--- src/source/cu_pkg.sv ---
`default_nettype none

package cu_pkg;

	// ************************************************************************
	// Cacheline geometry
	// ************************************************************************

	parameter int CACHELINE_SIZE_BITS = 1024;
	parameter int HALF_LINE_BITS      = CACHELINE_SIZE_BITS / 2; // One response beat
	parameter int VERTEX_SIZE_BITS    = 32;

	// Indexes the 32 words of a line, counters carry one more bit so 32 fits
	parameter int CACHELINE_INT_COUNTER_BITS = 5;

	// ************************************************************************
	// Vertex array field tags
	// ************************************************************************

	typedef enum logic [1:0] {
		STRUCT_NONE,
		STRUCT_IN_DEGREE,
		STRUCT_OUT_DEGREE,
		STRUCT_EDGES_IDX
	} vertex_struct_type;

	// Memory words come in little-endian byte order, bit 0 is the MSB here
	function automatic logic [0:VERTEX_SIZE_BITS-1] swap_endianness_word(
		input logic [0:VERTEX_SIZE_BITS-1] word
	);
		logic [0:VERTEX_SIZE_BITS-1] swapped;
		swapped = {word[24:31], word[16:23], word[8:15], word[0:7]};
		return swapped;
	endfunction

endpackage

`default_nettype wire

--- src/source/cacheline_half_router.sv ---
`timescale 1ns/10ps
`default_nettype none

module cacheline_half_router import cu_pkg::*; (
	input  logic                                clock,
	input  logic                                rstn,
	input  logic                                enabled,
	input  logic                                rsp_valid,
	input  logic                                rsp_half,
	input  vertex_struct_type                   rsp_struct,
	input  logic [CACHELINE_INT_COUNTER_BITS:0] rsp_offset,
	input  logic [CACHELINE_INT_COUNTER_BITS:0] rsp_limit,
	input  logic [0:HALF_LINE_BITS-1]           rsp_data,
	output logic                                lane_valid_0,
	output vertex_struct_type                   lane_struct_0,
	output logic [CACHELINE_INT_COUNTER_BITS:0] lane_offset_0,
	output logic [CACHELINE_INT_COUNTER_BITS:0] lane_limit_0,
	output logic [0:HALF_LINE_BITS-1]           lane_data_0,
	output logic                                lane_valid_1,
	output vertex_struct_type                   lane_struct_1,
	output logic [CACHELINE_INT_COUNTER_BITS:0] lane_offset_1,
	output logic [CACHELINE_INT_COUNTER_BITS:0] lane_limit_1,
	output logic [0:HALF_LINE_BITS-1]           lane_data_1
);

	logic take_0;
	logic take_1;

	// Half 0 holds words 0 to 15 and goes to lane 0
	assign take_0 = enabled && rsp_valid && !rsp_half;
	assign take_1 = enabled && rsp_valid && rsp_half;

	always_ff @(posedge clock or negedge rstn) begin
		if (!rstn) begin
			lane_valid_0 <= 1'b0;
			lane_valid_1 <= 1'b0;
		end else begin
			lane_valid_0 <= take_0; // Single cycle pulse per beat
			lane_valid_1 <= take_1;
		end
	end

	always_ff @(posedge clock) begin
		if (take_0) begin
			lane_struct_0 <= rsp_struct;
			lane_offset_0 <= rsp_offset;
			lane_limit_0  <= rsp_limit;
			lane_data_0   <= rsp_data;
		end
		if (take_1) begin
			lane_struct_1 <= rsp_struct;
			lane_offset_1 <= rsp_offset;
			lane_limit_1  <= rsp_limit;
			lane_data_1   <= rsp_data;
		end
	end

endmodule

`default_nettype wire

--- src/source/cacheline_stream_top.sv ---
`timescale 1ns/10ps
`default_nettype none

module cacheline_stream_top import cu_pkg::*; #(
	parameter vertex_struct_type STRUCT_0 = STRUCT_IN_DEGREE,
	parameter vertex_struct_type STRUCT_1 = STRUCT_OUT_DEGREE
) (
	input  logic                                clock,
	input  logic                                rstn,
	input  logic                                enabled,
	input  logic                                shift_0,
	input  logic                                shift_1,
	input  logic                                rsp_valid,
	input  logic                                rsp_half,
	input  vertex_struct_type                   rsp_struct,
	input  logic [CACHELINE_INT_COUNTER_BITS:0] rsp_offset,
	input  logic [CACHELINE_INT_COUNTER_BITS:0] rsp_limit,
	input  logic [0:HALF_LINE_BITS-1]           rsp_data,
	output logic [0:VERTEX_SIZE_BITS-1]         vertex_0,
	output logic                                valid_0,
	output logic                                pending_0,
	output logic [0:VERTEX_SIZE_BITS-1]         vertex_1,
	output logic                                valid_1,
	output logic                                pending_1
);

	logic                                lane_valid_0;
	vertex_struct_type                   lane_struct_0;
	logic [CACHELINE_INT_COUNTER_BITS:0] lane_offset_0;
	logic [CACHELINE_INT_COUNTER_BITS:0] lane_limit_0;
	logic [0:HALF_LINE_BITS-1]           lane_data_0;
	logic                                lane_valid_1;
	vertex_struct_type                   lane_struct_1;
	logic [CACHELINE_INT_COUNTER_BITS:0] lane_offset_1;
	logic [CACHELINE_INT_COUNTER_BITS:0] lane_limit_1;
	logic [0:HALF_LINE_BITS-1]           lane_data_1;

	cacheline_half_router router0 (
		.clock        (clock),
		.rstn         (rstn),
		.enabled      (enabled),
		.rsp_valid    (rsp_valid),
		.rsp_half     (rsp_half),
		.rsp_struct   (rsp_struct),
		.rsp_offset   (rsp_offset),
		.rsp_limit    (rsp_limit),
		.rsp_data     (rsp_data),
		.lane_valid_0 (lane_valid_0),
		.lane_struct_0(lane_struct_0),
		.lane_offset_0(lane_offset_0),
		.lane_limit_0 (lane_limit_0),
		.lane_data_0  (lane_data_0),
		.lane_valid_1 (lane_valid_1),
		.lane_struct_1(lane_struct_1),
		.lane_offset_1(lane_offset_1),
		.lane_limit_1 (lane_limit_1),
		.lane_data_1  (lane_data_1)
	);

	// Both units see both lanes and keep only their own field
	cu_cacheline_stream #(
		.STRUCT_ID(STRUCT_0)
	) stream0 (
		.clock        (clock),
		.rstn         (rstn),
		.enabled      (enabled),
		.start_shift  (shift_0),
		.lane_valid_0 (lane_valid_0),
		.lane_struct_0(lane_struct_0),
		.lane_offset_0(lane_offset_0),
		.lane_limit_0 (lane_limit_0),
		.lane_data_0  (lane_data_0),
		.lane_valid_1 (lane_valid_1),
		.lane_struct_1(lane_struct_1),
		.lane_offset_1(lane_offset_1),
		.lane_limit_1 (lane_limit_1),
		.lane_data_1  (lane_data_1),
		.vertex       (vertex_0),
		.pending      (pending_0),
		.valid        (valid_0)
	);

	cu_cacheline_stream #(
		.STRUCT_ID(STRUCT_1)
	) stream1 (
		.clock        (clock),
		.rstn         (rstn),
		.enabled      (enabled),
		.start_shift  (shift_1),
		.lane_valid_0 (lane_valid_0),
		.lane_struct_0(lane_struct_0),
		.lane_offset_0(lane_offset_0),
		.lane_limit_0 (lane_limit_0),
		.lane_data_0  (lane_data_0),
		.lane_valid_1 (lane_valid_1),
		.lane_struct_1(lane_struct_1),
		.lane_offset_1(lane_offset_1),
		.lane_limit_1 (lane_limit_1),
		.lane_data_1  (lane_data_1),
		.vertex       (vertex_1),
		.pending      (pending_1),
		.valid        (valid_1)
	);

endmodule

`default_nettype wire

--- src/source/cu_cacheline_stream.sv ---
`timescale 1ns/10ps
`default_nettype none

module cu_cacheline_stream import cu_pkg::*; #(
	parameter vertex_struct_type STRUCT_ID = STRUCT_IN_DEGREE
) (
	input  logic                                clock,
	input  logic                                rstn,
	input  logic                                enabled,
	input  logic                                start_shift,
	input  logic                                lane_valid_0,
	input  vertex_struct_type                   lane_struct_0,
	input  logic [CACHELINE_INT_COUNTER_BITS:0] lane_offset_0,
	input  logic [CACHELINE_INT_COUNTER_BITS:0] lane_limit_0,
	input  logic [0:HALF_LINE_BITS-1]           lane_data_0,
	input  logic                                lane_valid_1,
	input  vertex_struct_type                   lane_struct_1,
	input  logic [CACHELINE_INT_COUNTER_BITS:0] lane_offset_1,
	input  logic [CACHELINE_INT_COUNTER_BITS:0] lane_limit_1,
	input  logic [0:HALF_LINE_BITS-1]           lane_data_1,
	output logic [0:VERTEX_SIZE_BITS-1]         vertex,
	output logic                                pending,
	output logic                                valid
);

	logic match_0;
	logic match_1;
	logic we;
	logic wr_half;
	logic [0:HALF_LINE_BITS-1]           wr_data;
	logic [CACHELINE_INT_COUNTER_BITS:0] wr_offset;
	logic [CACHELINE_INT_COUNTER_BITS:0] wr_limit;

	logic [CACHELINE_INT_COUNTER_BITS:0] shift_counter;
	logic [CACHELINE_INT_COUNTER_BITS:0] shift_limit;
	logic [0:VERTEX_SIZE_BITS-1]         ram_word;
	logic                                shift_issue;

	// ************************************************************************
	// Lane selection, lane 0 wins when both carry this field
	// ************************************************************************

	assign match_0 = lane_valid_0 && (lane_struct_0 == STRUCT_ID);
	assign match_1 = lane_valid_1 && (lane_struct_1 == STRUCT_ID);
	assign we      = match_0 || match_1;
	assign wr_half = !match_0; // RAM entry follows the lane, which follows the half

	always_comb begin
		if (match_0) begin
			wr_data   = lane_data_0;
			wr_offset = lane_offset_0;
			wr_limit  = lane_limit_0;
		end else begin
			wr_data   = lane_data_1;
			wr_offset = lane_offset_1;
			wr_limit  = lane_limit_1;
		end
	end

	// ************************************************************************
	// Word counter and pending state
	// ************************************************************************

	// A reload takes the cycle, the read restarts from the new offset after it
	assign shift_issue = enabled && start_shift && !we && (shift_counter < shift_limit);

	always_ff @(posedge clock or negedge rstn) begin
		if (!rstn) begin
			shift_counter <= '0;
			shift_limit   <= '0;
			pending       <= 1'b0;
			valid         <= 1'b0;
		end else if (!enabled) begin
			shift_counter <= '0;
			shift_limit   <= '0;
			pending       <= 1'b0;
			valid         <= 1'b0;
		end else begin
			valid <= shift_issue; // Lines up with the registered RAM read
			if (we) begin
				shift_counter <= wr_offset;
				shift_limit   <= wr_limit;
				pending       <= 1'b1;
			end else if (shift_issue) begin
				shift_counter <= shift_counter + 1'b1;
			end else if (start_shift) begin
				pending <= 1'b0; // Window exhausted
			end
		end
	end

	mixed_width_ram #(
		.WORDS(2),
		.WW   (HALF_LINE_BITS),
		.RW   (VERTEX_SIZE_BITS)
	) cacheline_ram (
		.clock   (clock),
		.we      (we),
		.wr_addr (wr_half),
		.data_in (wr_data),
		.rd_addr (shift_counter[CACHELINE_INT_COUNTER_BITS-1:0]),
		.data_out(ram_word)
	);

	assign vertex = swap_endianness_word(ram_word);

endmodule

`default_nettype wire

--- src/source/mixed_width_ram.sv ---
`timescale 1ns/10ps
`default_nettype none

module mixed_width_ram #(
	parameter int WORDS = 2,
	parameter int WW    = 512,
	parameter int RW    = 32
) (
	input  logic                               clock,
	input  logic                               we,
	input  logic [$clog2(WORDS)-1:0]           wr_addr,
	input  logic [0:WW-1]                      data_in,
	input  logic [$clog2(WORDS*(WW/RW))-1:0]   rd_addr,
	output logic [0:RW-1]                      data_out
);

	localparam int RATIO    = WW / RW;           // Narrow words per wide entry
	localparam int POS_BITS = $clog2(RATIO);
	localparam int RD_AW    = $clog2(WORDS * RATIO);

	logic [0:WW-1] mem [0:WORDS-1];

	logic [$clog2(WORDS)-1:0] rd_entry;
	logic [POS_BITS-1:0]      rd_pos;

	// Upper read address bits pick the entry, lower ones the narrow word in it
	assign rd_entry = rd_addr[RD_AW-1:POS_BITS];
	assign rd_pos   = rd_addr[POS_BITS-1:0];

	always_ff @(posedge clock) begin
		if (we) begin
			mem[wr_addr] <= data_in;
		end
	end

	// Word 0 sits at bit 0 of entry 0, so the ascending part select walks the entry
	always_ff @(posedge clock) begin
		data_out <= mem[rd_entry][int'(rd_pos) * RW +: RW];
	end

endmodule

`default_nettype wire

--- config.mk ---
export PLATFORM = sky130hd
export DESIGN_NAME = cacheline_stream_top
export DESIGN_NICKNAME = d
export VERILOG_FILES = /design/src/source/cu_pkg.sv /design/src/source/cacheline_half_router.sv /design/src/source/cacheline_stream_top.sv /design/src/source/cu_cacheline_stream.sv /design/src/source/mixed_width_ram.sv
export SDC_FILE = /design/constraint.sdc
export NUM_CORES = 2
export LEC_CHECK = 0
export CORE_AREA = 2 2 480 530
export DETAILED_ROUTE_END_ITERATION = 10
export DIE_AREA = 0 0 482 532
export DONT_BUFFER_PORTS = 1
export GPL_TIMING_DRIVEN = 0
export HOLD_SLACK_MARGIN = 0.1
export PLACE_DENSITY = 0.76
export SETUP_SLACK_MARGIN = 0.2
export SLEW_MARGIN = 30
export SYNTH_ARGS = -nofsm -noshare
export SYNTH_HDL_FRONTEND = slang
export SYNTH_SLANG_ARGS = --single-unit
--- constraint.sdc ---
create_clock -name clock -period 114.3 [get_ports clock]
set_clock_uncertainty 0.05 [all_clocks]
set_input_delay 11.43 -clock clock [delete_from_list [all_inputs] [get_ports clock]]
set_output_delay 11.43 -clock clock [all_outputs]
set_load 0.01 [all_outputs]
Word-level counts from Yosys, hierarchy flattened
Memory sizes are Yosys's and may differ from the RTL's.
Cells that the tools add are included.
Storage, ports and cells
  word-level logic and storage cells: 94
  register bits after elaboration: 1146
  bits of input ports: 533
  output and inout bits: 68
  bits in latches: 0
  ROM bits: 0
  RAM bits: 2048
  memories: 2
Cells by class
  shift-type cells: 2
  div/mod/pow operators: 0
  bitwise logic cells: 2
  mux-type cells: 30
  multipliers: 0
  $lt $le $gt $ge: 2
  equality and inequality tests: 12
  reduce and logical (&&, ||, !) cells: 22
  add/subtract/negate cells: 2
Memories
  stream0.cacheline_ram.mem: depth 2, width 512, read ports 1, clocked after memory_dff 0, wr ports 1, line mixed_width_ram.sv:21  | logic [0:WW-1] mem [0:WORDS-1];
  stream1.cacheline_ram.mem: depth 2, width 512, read ports 1, clocked after memory_dff 0, wr ports 1, line mixed_width_ram.sv:21
Operators by type and width (count)
  $shiftx 512x32->513: 2
  $mux 512: 2
  $mux 6: 14
  $not 9->32: 2
  $mux 1: 14
  $logic_and 1x1->1: 13
  $add 6x1->6 const B: 2
  $lt 6x6->1: 2
  $ne 3x1->1 const B: 4
  $ne 3x2->1 const B: 2
  $logic_not 1->1: 5
  $eq 2x1->1 const B: 2
  $eq 2x2->1 const B: 2
  $ne 2x1->1 const B: 2
  $reduce_and 2->1: 2
  $logic_or 1x1->1: 2

Logic depth before layout (Yosys ltp)
  word-level depth: 9
  gate-level depth with buffers: 8
  mapped depth without buffers: 7

Modules after synthesis
A second synthesis with hierarchy kept.
Unflattened totals
  cell total of the unflattened synthesis: 9002
  area total of the unflattened synthesis: 126585.2 um^2
By module, submodules not included
  mixed_width_ram: area each 40291.1 um^2, cells each 2216, sequential area each 31390.1 um^2, instances 2
  cacheline_half_router: area each 31656.6 um^2, cells each 1056, sequential area each 31640.3 um^2, instances 1
  cu_cacheline_stream: area each 7173.1 um^2, cells each 1757, sequential area each 350.3 um^2, instances 2

Worst setup path after synthesis
OpenSTA, ideal clock, no wires.
  kind: reg2reg
  start: register router0.lane_struct_0[1]
  end: memory stream0.cacheline_ram.mem[1][0] (netlist name), enable pin
  period minus slack after synthesis: 113514 ps
  buffers on the path: 2
  data arrival time: 102101 ps
  slack: 786 ps
  data required time: 102886 ps
  stages on the path, launching flop included: 6
  setup time: 11364 ps
  cells stage by stage: edfxtp_1 -> nand3b_1 -> inv_2 -> clkbuf_1 -> clkbuf_1 -> nor2_1
Between the ends
  longest elaborated chain between the ends: 5
  elaborated cells between the ends (all ways): 6
  classes of those cells: 1 x eq/ne; 2 x mux; 3 x reduce/logical
Ends and longest elaborated chain
  start: declaration: line cacheline_half_router.sv:15  | output vertex_struct_type lane_struct_0,
  start signal: assignment: line cacheline_half_router.sv:45  | lane_struct_0 <= rsp_struct;
  $eq 2x1->1 (*): line cu_cacheline_stream.sv:43  | assign match_0 = lane_valid_0 && (lane_struct_0 == STRUCT_ID);
  $logic_and 1x1->1 (*): line cu_cacheline_stream.sv:43
  $logic_or 1x1->1: line cu_cacheline_stream.sv:45  | assign we = match_0 || match_1;
  $mux 1: line mixed_width_ram.sv:31  | if (we) begin
  $mux 1 (not written as such): line mixed_width_ram.sv:32  | mem[wr_addr] <= data_in;
  end: declaration: line mixed_width_ram.sv:21
Mark *: on every way between the ends. The rest lies on a longest branch, timed or not.

Final worst setup path
  start: input enabled
  end: register router0.lane_data_0[246] (netlist name), enable pin
Between the ends
  longest elaborated chain between the ends: 2
Ends and longest elaborated chain
  start: declaration: line cacheline_stream_top.sv:10  | input logic enabled,
  $logic_and 1x1->1 (2 in a row): line cacheline_half_router.sv:30  | assign take_0 = enabled && rsp_valid && !rsp_half;
  net router0.take_0: line cacheline_half_router.sv:26  | logic take_0;
  end signal: assignment: line cacheline_half_router.sv:48  | lane_data_0 <= rsp_data;
  end: declaration: line cacheline_half_router.sv:18  | output logic [0:HALF_LINE_BITS-1] lane_data_0,
The timed path passes the listed nets, and every way through them passes these cells.
A chain may end at the register's enable or synchronous reset.

==> results_dict.tcl <==
set metrics [dict create \
    grt_pass1_wl_um 590000 \
    fin_tns_setup_ps 0 \
    clkTransAtPathRegs_ps 60 \
    power_mw 2.69 \
    post-cts-setup-buffers 0 \
    cts_tree "yes" \
    ir_drop_v 0.0000187 \
    min_period_ps 13670 \
    root_buffer "clkbuf_16" \
    die_h_um 532 \
    h-tree-depth 5 \
    critical_path_class "in2reg" \
    ys_seq_elements 3194 \
    hpwl_um 338000 \
    ys.flop_type "edfxtp_1" \
    hp-class "reg2reg" \
    finalHoldViolCount 0 \
    ant_nets 0 \
    syn_inst 8287 \
    dieArea_sq_mm 0.256 \
    hold_buffers 0 \
    ioPinCount 601 \
    multi_input_area_sq_mm 0.0282 \
    antenna_found_initial 175 \
    rrSetupSlack_ps 108790 \
    fp-row-count 193 \
    cp.required_ps 114930 \
    maxSlewViolCount 0 \
    worst_pin_slew_ps 1180 \
    via_count 77600 \
    slew_headroom_pct 21.2 \
    cts_resized 0 \
    status "completed" \
    numCtsBuffers 330 \
    fin_crit_sh_pct 12.0 \
    grt_pass1_vias 73900 \
    synth_top_area_share_pct 74.4 \
    synth_edf_count 3100 \
    drt_first_iter_violations 13100 \
    netlist-cell-type-count 51 \
    syn_to_final_growth_pct 15.0 \
    clock_path_buffers 4 \
    numClockSinks 3194 \
    gp_congestion 0.987 \
    rsz0062_at_grt "false" \
    vias_per_cell 6.19 \
    io_buffers 0 \
    pwr_density_cell_mw_per_mm2 18.7 \
    n_fill_cell 18500 \
    synth_area_leaders "edfxtp_1 74%, nand2_1 9.4%, mux4_2 5.8%, mux2i_1 3.7%, dfxtp_1 1.0%" \
    overflow 0 \
    wl_um 447000 \
    critPathLaunchType "input port" \
    synthArstFlopShare_pct 0.939 \
    crit_arrival_ps 14310 \
    die_width_um 482 \
    synth_top_area_cell "edfxtp_1" \
    setup_viol 0 \
    nets 9304 \
    endpoint_kind "flop" \
    avgSynthCellArea_sq_um 15.1 \
    wire_per_inst_um 35.7 \
    clock_latency_ps 1010 \
    synth.cell_area_sq_mm 0.125 \
    max_freq_mhz 73.1 \
    grt_use_total_pct 34.2 \
    crit_path_max_fanout 21 \
    ys_warn_count 0 \
    first_pass_iters 6 \
    seqCellArea_sq_mm 0.0951 \
    drv_cap 0 \
    synth_nets 8832 \
    drive_above_1_share_pct 11.9 \
    start_util_pct 49.9 \
    grt_max_degree 46 \
    yosysSeqAreaShare_pct 76.1 \
    leakagePower_nw 49.4 \
    remaining_drc_errors 0 \
    core-area_sq_mm 0.251 \
]
critical path, stage by stage:
cell      delay (ps)
clkbuf_1         490
nand2_1          210
nor2_4           510
buf_16           250
buf_16           190
buf_16           200
buf_16           200
buf_16           170
buf_16           180
buf_16           200
buf_16           190
cells in the mapped netlist, drive strengths merged, types with 33 or more instances:
master / instances
dfxtp: 64
nor2b: 68
o221ai: 33
a211oi: 44
edfxtp: 3100
nor2: 127
a21oi: 107
nand2: 3126
nand3: 70
mux2i: 459
a22oi: 98
mux4: 320
buf: 137
clkbuf: 310
kinds of logic (layout without fill, tap and decap cells):
kind of cell    count (synthesis)  in the layout  share of synthesized area, %
compound gates                382            382                          2.13
xor+xnor                        4              4                        0.0280
fa+ha+maj                      12             12                         0.120
buf+inv                       464           1179                          1.52
flops                        3194           3194                          76.1
mux                           779            779                          9.44
other cells                     0            212                             0
simple gates                 3452           3452                          10.7
state kept, by name (all words and copies together), names as in the netlist, 32 cells and up:
signal                          count
stream0.cacheline_ram.mem        1024
stream1.cacheline_ram.data_out     32
stream0.cacheline_ram.data_out     32
stream1.cacheline_ram.mem        1024
router0.lane_data_0               512
router0.lane_data_1               512
per-layer routing:
metal	global-route usage [%]	vias up	share of wire, %
li1	-	31500	-
met4	26.3	98	8.9
met1	39.2	38500	31
met2	51.9	6181	46
met5	0	-	0.17
met3	12.8	1223	15
cell type report:
cell class | instances | share of cell area, %
Antenna cell | 212 | 0.369
Clock buffer | 403 | 6.09
Clock inverter | 172 | 1.14
Tap cell | 3315 | 2.88
Timing Repair Buffer | 140 | 2.44
Multi-Input combinational cell | 4629 | 19.6
Sequential cell | 3194 | 66.1
Buffer | 447 | 1.32
Inverter | 17 | 0.0444
power breakdown:
part	total [mW]	switching (mW)	internal (mW)
Combinational	0.267	0.193	0.0736
Clock	1.06	0.445	0.615
Sequential	1.36	0.0340	1.33
stage by stage:
step | util, % | cell area (sq um) | hold slack (ps) | cells | setup slack, ps
2_1_floorplan | - | 125000 | 454 | 8287 | 786
3_3_place_gp | 51.5 | 129000 | 479 | 11600 | -139070
3_5_place_dp | 53.0 | 133000 | 474 | 11700 | 99700
4_1_cts | 57.2 | 143000 | 462 | 12300 | 100690
5_1_grt | 57.3 | 144000 | 501 | 12400 | 100570
6_report | 57.4 | 144000 | 465 | 12500 | 100630
cells in the final DEF (no fill, tap or decap), drive strengths merged, types with 70 or more instances in the layout:
| cell type | n |
|---|---|
| clkinv | 126 |
| diode | 212 |
| nand2 | 3126 |
| clkbuf | 715 |
| buf | 275 |
| nor2 | 127 |
| edfxtp | 3100 |
| mux4 | 320 |
| a22oi | 98 |
| nand3 | 70 |
| mux2i | 459 |
| a21oi | 107 |
path summary, 6_finish.rpt:
path / startpoint / end / depth (start not counted)
max: enabled / router0.lane_data_0[246] / 11
min: router0.lane_data_0[290] / stream1.cacheline_ram.mem[0][221] / 2
max reg2reg: router0.lane_struct_0[1] / stream0.cacheline_ram.mem[1][66] / 17
min reg2reg: router0.lane_data_0[290] / stream1.cacheline_ram.mem[0][221] / 2
max in group asynchronous: rstn / router0.lane_valid_1 / 0
min in group asynchronous: rstn / stream0.shift_limit[2] / 0
No activity file was read; power rests on OpenSTA's default activity.
